[src/logic/merge_ctrl_pkg.sv]
`default_nettype none

package merge_ctrl_pkg;

   typedef enum logic [2:0] {
      NOMINAL  = 3'b000,
      TOGGLE   = 3'b001,
      DONE_A   = 3'b010,
      DONE_B   = 3'b011,
      FINISHED = 3'b100
   } merge_state_e;

   // head status seen by the controller.
   // zero flags are only set for a valid head.
   typedef struct packed {
      logic a_valid;
      logic b_valid;
      logic a_zero;
      logic b_zero;
      logic a_lte_b;
   } head_status_t;

   // one command per cycle.
   typedef struct packed {
      logic pop_a;
      logic pop_b;
      logic push;
      logic sel_a; // pushed word is a's head.
   } merge_cmd_t;

endpackage

`default_nettype wire

[src/logic/merge_data_pkg.sv]
`default_nettype none

package merge_data_pkg;

   // data word, zero is the run terminator.
   localparam int DATA_W = 16;
   typedef logic [DATA_W-1:0] word_t;

   // fifo geometry, depth must be a power of two.
   localparam int FIFO_DEPTH = 8;
   localparam int PTR_W      = $clog2(FIFO_DEPTH);
   localparam int LEVEL_W    = $clog2(FIFO_DEPTH + 1);

   typedef logic [PTR_W-1:0]   ptr_t;
   typedef logic [LEVEL_W-1:0] level_t;

   // completed-run counter.
   localparam int RUN_CNT_W = 8;
   typedef logic [RUN_CNT_W-1:0] run_cnt_t;

endpackage

`default_nettype wire

[src/logic/merge_control.sv]
`timescale 1ns/10ps
`default_nettype none

module merge_control
   import merge_ctrl_pkg::*;
(
   input  wire               i_clk,
   input  wire               i_arst_n,
   input  wire head_status_t i_status,
   input  wire               i_out_full,
   input  wire               i_end,
   output merge_cmd_t        o_cmd,
   output logic              o_done
);

   merge_state_e state;
   merge_state_e next_state;

   always_ff @(posedge i_clk or negedge i_arst_n) begin
      if (!i_arst_n) begin
         state <= NOMINAL;
      end else begin
         state <= next_state;
      end
   end

   // commands and next state, both taken at the same edge.
   always_comb begin
      next_state = state;
      o_cmd      = '0;
      case (state)
         NOMINAL: begin
            if (i_status.a_zero) begin
               next_state = DONE_A; // a's run ended, no push.
            end else if (i_status.b_zero) begin
               next_state = DONE_B;
            end else if (i_status.a_valid && i_status.b_valid) begin
               if (!i_out_full) begin
                  o_cmd.push  = 1'b1;
                  o_cmd.sel_a = i_status.a_lte_b;
                  o_cmd.pop_a = i_status.a_lte_b;
                  o_cmd.pop_b = ~i_status.a_lte_b;
               end
            end else if (!i_status.a_valid && !i_status.b_valid && i_end) begin
               next_state = FINISHED;
            end
         end
         DONE_A: begin
            // drain the rest of b's run.
            if (i_status.b_zero) begin
               next_state = TOGGLE;
            end else if (i_status.b_valid && !i_out_full) begin
               o_cmd.push  = 1'b1;
               o_cmd.pop_b = 1'b1;
            end
         end
         DONE_B: begin
            if (i_status.a_zero) begin
               next_state = TOGGLE;
            end else if (i_status.a_valid && !i_out_full) begin
               o_cmd.push  = 1'b1;
               o_cmd.pop_a = 1'b1;
               o_cmd.sel_a = 1'b1;
            end
         end
         TOGGLE: begin
            // drop both terminators, emit one.
            if (i_status.a_zero && i_status.b_zero && !i_out_full) begin
               o_cmd.push  = 1'b1;
               o_cmd.pop_a = 1'b1;
               o_cmd.pop_b = 1'b1;
               next_state  = NOMINAL;
            end
         end
         FINISHED: begin
            next_state = FINISHED;
         end
         default: begin
            next_state = NOMINAL;
         end
      endcase
   end

   assign o_done = (state == FINISHED);

   a_pop_valid: assert property (
      @(posedge i_clk) disable iff (!i_arst_n)
      (o_cmd.pop_a |-> i_status.a_valid) and (o_cmd.pop_b |-> i_status.b_valid)
   ) else $error("merge_control: pop on a missing head");

   a_no_push_full: assert property (
      @(posedge i_clk) disable iff (!i_arst_n)
      o_cmd.push |-> !i_out_full
   ) else $error("merge_control: push while output full");

   a_finished_sticky: assert property (
      @(posedge i_clk) disable iff (!i_arst_n)
      (state == FINISHED) |=> (state == FINISHED)
   ) else $error("merge_control: left FINISHED");

endmodule

`default_nettype wire

[src/logic/merge_fifo.sv]
`timescale 1ns/10ps
`default_nettype none

module merge_fifo
   import merge_data_pkg::*;
(
   input  wire        i_clk,
   input  wire        i_arst_n,
   input  wire        i_wr,
   input  wire word_t i_data,
   input  wire        i_rd,
   output word_t      o_data,
   output logic       o_full,
   output logic       o_empty,
   output level_t     o_level
);

   word_t  mem [FIFO_DEPTH];
   ptr_t   wr_ptr;
   ptr_t   rd_ptr;
   level_t count;
   logic   do_wr;
   logic   do_rd;

   assign o_full  = (count == level_t'(FIFO_DEPTH));
   assign o_empty = (count == '0);
   assign o_level = count;

   assign do_wr = i_wr & ~o_full;
   assign do_rd = i_rd & ~o_empty;

   // show-ahead head.
   assign o_data = mem[rd_ptr];

   always_ff @(posedge i_clk) begin
      if (do_wr) begin
         mem[wr_ptr] <= i_data;
      end
   end

   always_ff @(posedge i_clk or negedge i_arst_n) begin
      if (!i_arst_n) begin
         wr_ptr <= '0;
         rd_ptr <= '0;
         count  <= '0;
      end else begin
         if (do_wr) begin
            wr_ptr <= wr_ptr + 1'b1; // wraps at depth.
         end
         if (do_rd) begin
            rd_ptr <= rd_ptr + 1'b1;
         end
         case ({do_wr, do_rd})
            2'b10:   count <= count + 1'b1;
            2'b01:   count <= count - 1'b1;
            default: count <= count;
         endcase
      end
   end

   // callers watch o_full and o_empty.
   a_no_write_full: assert property (
      @(posedge i_clk) disable iff (!i_arst_n)
      i_wr |-> !o_full
   ) else $error("merge_fifo: write while full");

   a_no_read_empty: assert property (
      @(posedge i_clk) disable iff (!i_arst_n)
      i_rd |-> !o_empty
   ) else $error("merge_fifo: read while empty");

endmodule

`default_nettype wire

[src/logic/merge_node.sv]
`timescale 1ns/10ps
`default_nettype none

module merge_node
   import merge_data_pkg::*;
   import merge_ctrl_pkg::*;
(
   input  wire        i_clk,
   input  wire        i_arst_n,
   input  wire        i_a_wr,
   input  wire word_t i_a_data,
   input  wire        i_b_wr,
   input  wire word_t i_b_data,
   input  wire        i_end,
   input  wire        i_out_rd,
   output logic       o_a_full,
   output logic       o_b_full,
   output logic       o_out_valid,
   output word_t      o_out_data,
   output run_cnt_t   o_runs,
   output logic       o_done
);

   word_t        a_head;
   word_t        b_head;
   logic         a_empty;
   logic         b_empty;
   logic         out_full;
   logic         out_empty;
   word_t        out_word;
   head_status_t status;
   merge_cmd_t   cmd;

   assign o_out_valid = ~out_empty;

   merge_fifo u_fifo_a (
      .i_clk    (i_clk),
      .i_arst_n (i_arst_n),
      .i_wr     (i_a_wr),
      .i_data   (i_a_data),
      .i_rd     (cmd.pop_a),
      .o_data   (a_head),
      .o_full   (o_a_full),
      .o_empty  (a_empty),
      .o_level  ()
   );

   merge_fifo u_fifo_b (
      .i_clk    (i_clk),
      .i_arst_n (i_arst_n),
      .i_wr     (i_b_wr),
      .i_data   (i_b_data),
      .i_rd     (cmd.pop_b),
      .o_data   (b_head),
      .o_full   (o_b_full),
      .o_empty  (b_empty),
      .o_level  ()
   );

   merge_select u_select (
      .i_clk      (i_clk),
      .i_arst_n   (i_arst_n),
      .i_a_head   (a_head),
      .i_b_head   (b_head),
      .i_a_empty  (a_empty),
      .i_b_empty  (b_empty),
      .i_cmd      (cmd),
      .o_status   (status),
      .o_out_word (out_word),
      .o_runs     (o_runs)
   );

   merge_control u_control (
      .i_clk      (i_clk),
      .i_arst_n   (i_arst_n),
      .i_status   (status),
      .i_out_full (out_full),
      .i_end      (i_end),
      .o_cmd      (cmd),
      .o_done     (o_done)
   );

   // merged runs with their terminators.
   merge_fifo u_fifo_out (
      .i_clk    (i_clk),
      .i_arst_n (i_arst_n),
      .i_wr     (cmd.push),
      .i_data   (out_word),
      .i_rd     (i_out_rd),
      .o_data   (o_out_data),
      .o_full   (out_full),
      .o_empty  (out_empty),
      .o_level  ()
   );

endmodule

`default_nettype wire

[src/logic/merge_select.sv]
`timescale 1ns/10ps
`default_nettype none

module merge_select
   import merge_data_pkg::*;
   import merge_ctrl_pkg::*;
(
   input  wire             i_clk,
   input  wire             i_arst_n,
   input  wire word_t      i_a_head,
   input  wire word_t      i_b_head,
   input  wire             i_a_empty,
   input  wire             i_b_empty,
   input  wire merge_cmd_t i_cmd,
   output head_status_t    o_status,
   output word_t           o_out_word,
   output run_cnt_t        o_runs
);

   logic     a_valid;
   logic     b_valid;
   logic     terminator;
   run_cnt_t run_cnt;

   assign a_valid = ~i_a_empty;
   assign b_valid = ~i_b_empty;

   // head status, stale words behind an empty fifo are masked.
   always_comb begin
      o_status.a_valid = a_valid;
      o_status.b_valid = b_valid;
      o_status.a_zero  = a_valid && (i_a_head == '0);
      o_status.b_zero  = b_valid && (i_b_head == '0);
      o_status.a_lte_b = (i_a_head <= i_b_head); // tie goes to a.
   end

   // both pops with a push closes a run.
   assign terminator = i_cmd.push & i_cmd.pop_a & i_cmd.pop_b;

   always_comb begin
      if (terminator) begin
         o_out_word = '0;
      end else if (i_cmd.sel_a) begin
         o_out_word = i_a_head;
      end else begin
         o_out_word = i_b_head;
      end
   end

   always_ff @(posedge i_clk or negedge i_arst_n) begin
      if (!i_arst_n) begin
         run_cnt <= '0;
      end else if (terminator) begin
         run_cnt <= run_cnt + 1'b1;
      end
   end

   assign o_runs = run_cnt;

   // the controller only closes a run on two zero heads.
   a_term_on_zero_heads: assert property (
      @(posedge i_clk) disable iff (!i_arst_n)
      terminator |-> (o_status.a_zero && o_status.b_zero)
   ) else $error("merge_select: terminator without two zero heads");

   // a data push never carries a zero word.
   a_no_zero_data: assert property (
      @(posedge i_clk) disable iff (!i_arst_n)
      (i_cmd.push && !terminator) |-> (o_out_word != '0)
   ) else $error("merge_select: zero word pushed inside a run");

endmodule

`default_nettype wire

[config.mk]
export PLATFORM = sky130hd
export DESIGN_NAME = merge_node
export DESIGN_NICKNAME = d
export VERILOG_FILES = /design/src/logic/merge_ctrl_pkg.sv /design/src/logic/merge_data_pkg.sv /design/src/logic/merge_control.sv /design/src/logic/merge_fifo.sv /design/src/logic/merge_node.sv /design/src/logic/merge_select.sv
export SDC_FILE = /design/constraint.sdc
export NUM_CORES = 1
export LEC_CHECK = 0
export BUFFER_PORTS_ARGS = -buffer_cell sky130_fd_sc_hd__buf_4
export CORE_ASPECT_RATIO = 1.5
export CORE_UTILIZATION = 55
export CTS_CLUSTER_DIAMETER = 30
export CTS_CLUSTER_SIZE = 25
export DETAILED_ROUTE_END_ITERATION = 10
export PLACE_DENSITY_LB_ADDON = 0.25
export REMOVE_ABC_BUFFERS = 1
export SYNTH_ARGS = -nofsm -noshare
export SYNTH_HDL_FRONTEND = slang
export SYNTH_HIERARCHICAL = 1
export SYNTH_SLANG_ARGS = --single-unit
[constraint.sdc]
create_clock -name i_clk -period 8.77 [get_ports i_clk]
set_clock_uncertainty 0.05 [all_clocks]
set_input_delay 0.877 -clock i_clk [delete_from_list [all_inputs] [get_ports i_clk]]
set_output_delay 0.877 -clock i_clk [all_outputs]
set_load 0.01 [all_outputs]
[After elaboration in Yosys (flattened, before gate mapping)]
Memories as Yosys holds them, arrays and structs flattened.
Cells that the tools add are included.
Storage, ports and cells
  bits in writable memories: 384
  bits of input ports: 38
  register bits: 41
  logic and storage cells: 115
  memories kept: 3
  output and inout bits: 28
Memory list
  u_fifo_a.mem: depth 8, width 16, read ports 1, clocked after memory_dff 0, wr ports 1, line merge_fifo.sv:18  | word_t mem [FIFO_DEPTH];
  u_fifo_b.mem: depth 8, width 16, read ports 1, clocked after memory_dff 0, wr ports 1, line merge_fifo.sv:18
  u_fifo_out.mem: depth 8, width 16, read ports 1, clocked after memory_dff 0, wr ports 1, line merge_fifo.sv:18
Operators by class
  reduce and logical (&&, ||, !) cells: 20
  eq/ne operators: 18
  $add $sub $neg: 13
  bitwise gates (word level): 15
  magnitude comparators: 1
  muxes and demuxes: 34
Operators by type and width (number)
  $logic_not 16->1: 2
  $mux 16: 2
  $mux 3: 8
  $pmux 4 s2: 3
  $add 3x1->3 const B: 6
  $le 16x16->1: 1
  $mux 4: 4
  $pmux 3 s5: 1
  $add 4x1->4 const B: 3
  $eq 4x4->1 const B: 3
  $logic_not 4->1: 3
  $sub 4x1->4 const B: 3
  $logic_and 1x1->1: 9
  $add 8x1->8 const B: 1
  $and 1x1->1: 8
  $mux 1: 8
  $mux 2: 4
  $not 1->1: 7
  $eq 2x1->1 const B: 3
  $eq 2x2->1 const B: 3
  $eq 3x2->1 const B: 2
  $ne 2x1->1 const B: 3
  $pmux 1 s3: 2
  $reduce_bool 2->1: 3
  9 further kinds: 9

[Logic depth before layout (Yosys ltp)]
An unclocked memory read counts as a cell.
  word-level depth: 11
  depth in mapped cells: 20
  depth with buffers taken out: 18

[Cells and area by module]
Netlist, hierarchy kept.
Modules (own cells, without submodules)
  merge_fifo at u_fifo_a ...: area each 5556.6 um^2, sequential area each 4093.9 um^2, cells an instance 253, instances 2
  merge_fifo at u_fifo_b: area each 5557.8 um^2, sequential area each 4093.9 um^2, cells an instance 253, instances 1
  merge_select: area each 1083.5 um^2, sequential area each 200.2 um^2, cells an instance 134, instances 1
  merge_control: area each 287.8 um^2, sequential area each 75.1 um^2, cells an instance 36, instances 1
  merge_node: area each 3.8 um^2, sequential area each 0.0 um^2, cells an instance 1, instances 1

[Worst setup path after synthesis]
No wires, ideal clock.
  path kind: reg2reg
  start point: register u_fifo_b.rd_ptr[0]
  end point: register u_fifo_out.count[3] (netlist: u_fifo_out/o_level[3])
  clock period less this slack: 4.820 ns
  slack: 3.950 ns
  data arrival time: 4.637 ns
  stages on the path, launching flop included: 17
  data required time: 8.586 ns
  library setup time: 0.134 ns
  buffers on the path: 2
  path through: dfrtp_1 buf_6 buf_6 mux4_1 mux2_2 nor4_1 nand4_1 nor4_1 and3b_1 o211ai_2 o21ai_1 nand2_1 ha_1 ha_1 or4b_2 o311ai_0 o211ai_1
RTL lines
  start, declared: line merge_fifo.sv:20  | ptr_t rd_ptr;
  start signal, assigned: line merge_fifo.sv:51  | rd_ptr <= rd_ptr + 1'b1;
  end signal, assigned: line merge_fifo.sv:54  | 2'b10: count <= count + 1'b1;
  end signal, assigned: line merge_fifo.sv:55  | 2'b01: count <= count - 1'b1;
  end signal, assigned: line merge_fifo.sv:56  | default: count <= count;
  end, declared: line merge_fifo.sv:21  | level_t count;

==> flow_summary.ini <==
[run_status]
status = complete, no violations

[critical_path]
critical_path_class = flip-flop to flip-flop
cp-end-kind = flip-flop
critPathMaxFanout = 34
worst_setup_path_start_kind = flip-flop
crit_arrival_ps = 6010
crit_required_ps = 9180

[logic_synthesis]
synth_edf_count = 384
synth_cells = 930
synthDistinctLibCells = 51
synth-seq-cells = 425
ys_top_cells_by_area = edfxtp_1 (64%), mux4_1 (11%), dfrtp_1 (5.7%), mux2_2 (3.4%), mux4_2 (2.6%)
yosysWarnings = 6
yosysTopAreaCellShare_pct = 63.90
syn_avg_cell_area_um2 = 19.40
yosysTopAreaCell = edfxtp_1
synth-async-reset-ratio_pct = 9.647
synth_ff_type = edfxtp_1
syn_area_um2 = 18050
ys_seq_area_share_pct = 69.58

[sta]
fin_crit_ps = 5601
rsz0062_at_grt = false
maxSlewViolCount = 0
slew_headroom_pct = 32.11
fin_crit_sh_pct = 63.86
worst_slew_pin_slew_ps = 1018
fmax_mhz = 178.6
hold_violations = 0
setup_tns_ps = 0
setup_viol = 0

[clock_network]
clkTransAtPathRegs_ps = 70
cts_tree = done
clock-sinks = 425
cts_setup_buffers = 0
cts_max_level = 2
clockBufferDepth = 3
cts_resized = 0
hold_buffers = 0
cts_buffers = 55
clk_latency_ps = 590
clock-root-buffer = clkbuf_16

[die]
pin_count = 66
initial_utilization_pct = 56.34
die_area_um2 = 33550
die_w_um = 149.9
core_um2 = 32030
fp.dieH_um = 223.8
rows = 80

[placed_design]
place_inst = 1394
portBuffers = 65
gp_congestion = 0.8056
dp_hpwl_mm = 21.19

[worst_hold_path]
hp-class = input port to asynchronous set/reset pin

[layout]
area_growth_pct = 16.31
nNetsFinal = 1114
mostFrequentLayoutCell = edfxtp_1
instances_no_fill = 1497
drive_gt1_share_pct = 26.70
mostFrequentLayoutCells = edfxtp_1 (384), buf_4 (95), mux4_1 (75)

[power]
clock_power_share_pct = 25.6
ir_drop_uv = 191.0
p_seq_share_pct = 37.9
power.switching_w = 0.003165
comb_power_share_pct = 36.5
power_density_nw_per_um2 = 430.5
internal_power_w = 0.005872
p_leak_nw = 7.516
sw_frac_of_total_pct = 35.02

[global_route]
gr-usage-all-layers_pct = 21.72
grt_first_pass_wirelength_mm = 53.41
grt_max_degree = 42
antenna_found_initial = 1
grt_pass1_vias = 9264
grt-ovfl-total = 0

[detailed_routing]
firstDrtPassIters = 4
vias = 8862
drc = 0
ant_nets = 0
wl_mm = 34.80
wl_per_cell_um = 23.25
avgViaCountPerCell = 5.920
drt_iter0_markers = 568

[flow_run]
timing.max_cap.violations = 0
-- power by group through the flow --
stage / sequential, W / clock (W) / combinational (W)
finish: 0.00342 / 0.00231 / 0.00330
global route: 0.00348 / 0.00242 / 0.00361
CTS: 0.00343 / 0.00235 / 0.00333
detailed placement: 0.00346 / 0 / 0.00331
global placement: 0.00344 / 0 / 0.00323
floorplan: 0.00346 / 0 / 0.00216
-- cell usage after synthesis, types with 9 or more instances --
| library cell | count |
|---|---|
| a21oi_1 | 14 |
| buf_2 | 11 |
| buf_6 | 13 |
| dfrtp_1 | 41 |
| edfxtp_1 | 384 |
| ha_1 | 32 |
| inv_1 | 38 |
| mux2_2 | 55 |
| mux2i_1 | 19 |
| mux4_1 | 75 |
| mux4_2 | 21 |
| nand2_1 | 28 |
| nand2b_1 | 9 |
| nand3_1 | 19 |
| nor2_1 | 41 |
| nor3b_1 | 9 |
| nor4_1 | 12 |
| xnor2_1 | 21 |
-- per-stage QoR --
step           instance area [um2]  power [W]  hold WS (ps)  util [%]  worst slack [ps]
2_1_floorplan                17770   0.005618         435.7         -              3263
3_3_place_gp                 19020   0.006671         411.7     59.39              3363
3_5_place_dp                 19020   0.006773         420.2     59.39              3177
4_1_cts                      20990   0.009116         227.4     65.52              3177
5_1_grt                      20990   0.009505         266.8     65.53              2754
6_report                     20990   0.009037         226.5     65.53              3169
-- registers in the layout (all words and copies together) (netlist names) --
| register | flops |
|---|---|
| u_fifo_a/mem | 128 |
| u_fifo_b/mem | 128 |
| u_fifo_out/mem | 128 |
| u_select/o_runs | 8 |
| u_fifo_a/o_level | 4 |
| u_fifo_b/o_level | 4 |
| u_fifo_out/o_level | 4 |
| u_control/state | 3 |
| u_fifo_a/rd_ptr | 3 |
| u_fifo_a/wr_ptr | 3 |
| u_fifo_b/rd_ptr | 3 |
| u_fifo_b/wr_ptr | 3 |
| u_fifo_out/rd_ptr | 3 |
| u_fifo_out/wr_ptr | 3 |
-- final cells by class --
cell class | count | area (um2)
tap | 410 | 513.0
timing repair buffer | 95 | 713.2
fill | 2161 | 11040
sequential | 425 | 12560
clock inverter | 45 | 538.0
multi-input combinational | 426 | 5096
clock buffer | 57 | 1426
inverter | 38 | 142.6
antenna | 1 | 2.502
-- cell families (layout without fill, tap and decap cells) --
group                    Yosys count  count (layout)  share of synthesized area, %
flip-flops                       425             425                         69.58
multiplexers                     170             170                         18.03
AND/OR/NAND/NOR                  155             155                         4.687
buffers and inverters             79             235                         2.343
AO/OA/AOI/OAI                     41              41                         1.595
adder cells (fa/ha/maj)           35              35                         2.551
XOR/XNOR                          25              25                         1.213
other                              0               1                             0
-- worst max-delay path, stage by stage (launching register included) --
cell      delay, ps
dfrtp_1         320
buf_4           470
mux4_1          630
mux2_2          320
nor4_1          370
nand4_1         170
nor4_1          630
and3b_1         320
nand3_1         100
o21ai_1         180
o41ai_1         190
inv_1           120
ha_1            320
ha_1            350
or4b_2          650
o311ai_0        120
o211ai_1        120
-- path summary, 6_finish.rpt --
kind                                           startpoint  slack [ps]  cells past startpoint                          endpoint
min                                              i_arst_n         230                      1    u_select/o_runs[3]$_DFFE_PN0P_
min reg2reg                u_select/o_runs[7]$_DFFE_PN0P_         420                      1    u_select/o_runs[7]$_DFFE_PN0P_
max reg2reg                u_fifo_a/rd_ptr[0]$_DFFE_PN0P_        3170                     16   u_fifo_b/o_level[3]$_DFFE_PN0P_
min in group i_clk         u_select/o_runs[7]$_DFFE_PN0P_         420                      1    u_select/o_runs[7]$_DFFE_PN0P_
max                        u_fifo_a/rd_ptr[0]$_DFFE_PN0P_        3170                     16   u_fifo_b/o_level[3]$_DFFE_PN0P_
max in group asynchronous                        i_arst_n        7990                      1  u_fifo_out/rd_ptr[0]$_DFFE_PN0P_
-- routing by layer --
metal  GRT usage, %  wire, um
met5              0         0
met1          26.10     13550
met3          3.157      1264
met2          38.98     18850
met4          8.667      1136
Power figures use the tool's default switching activity.
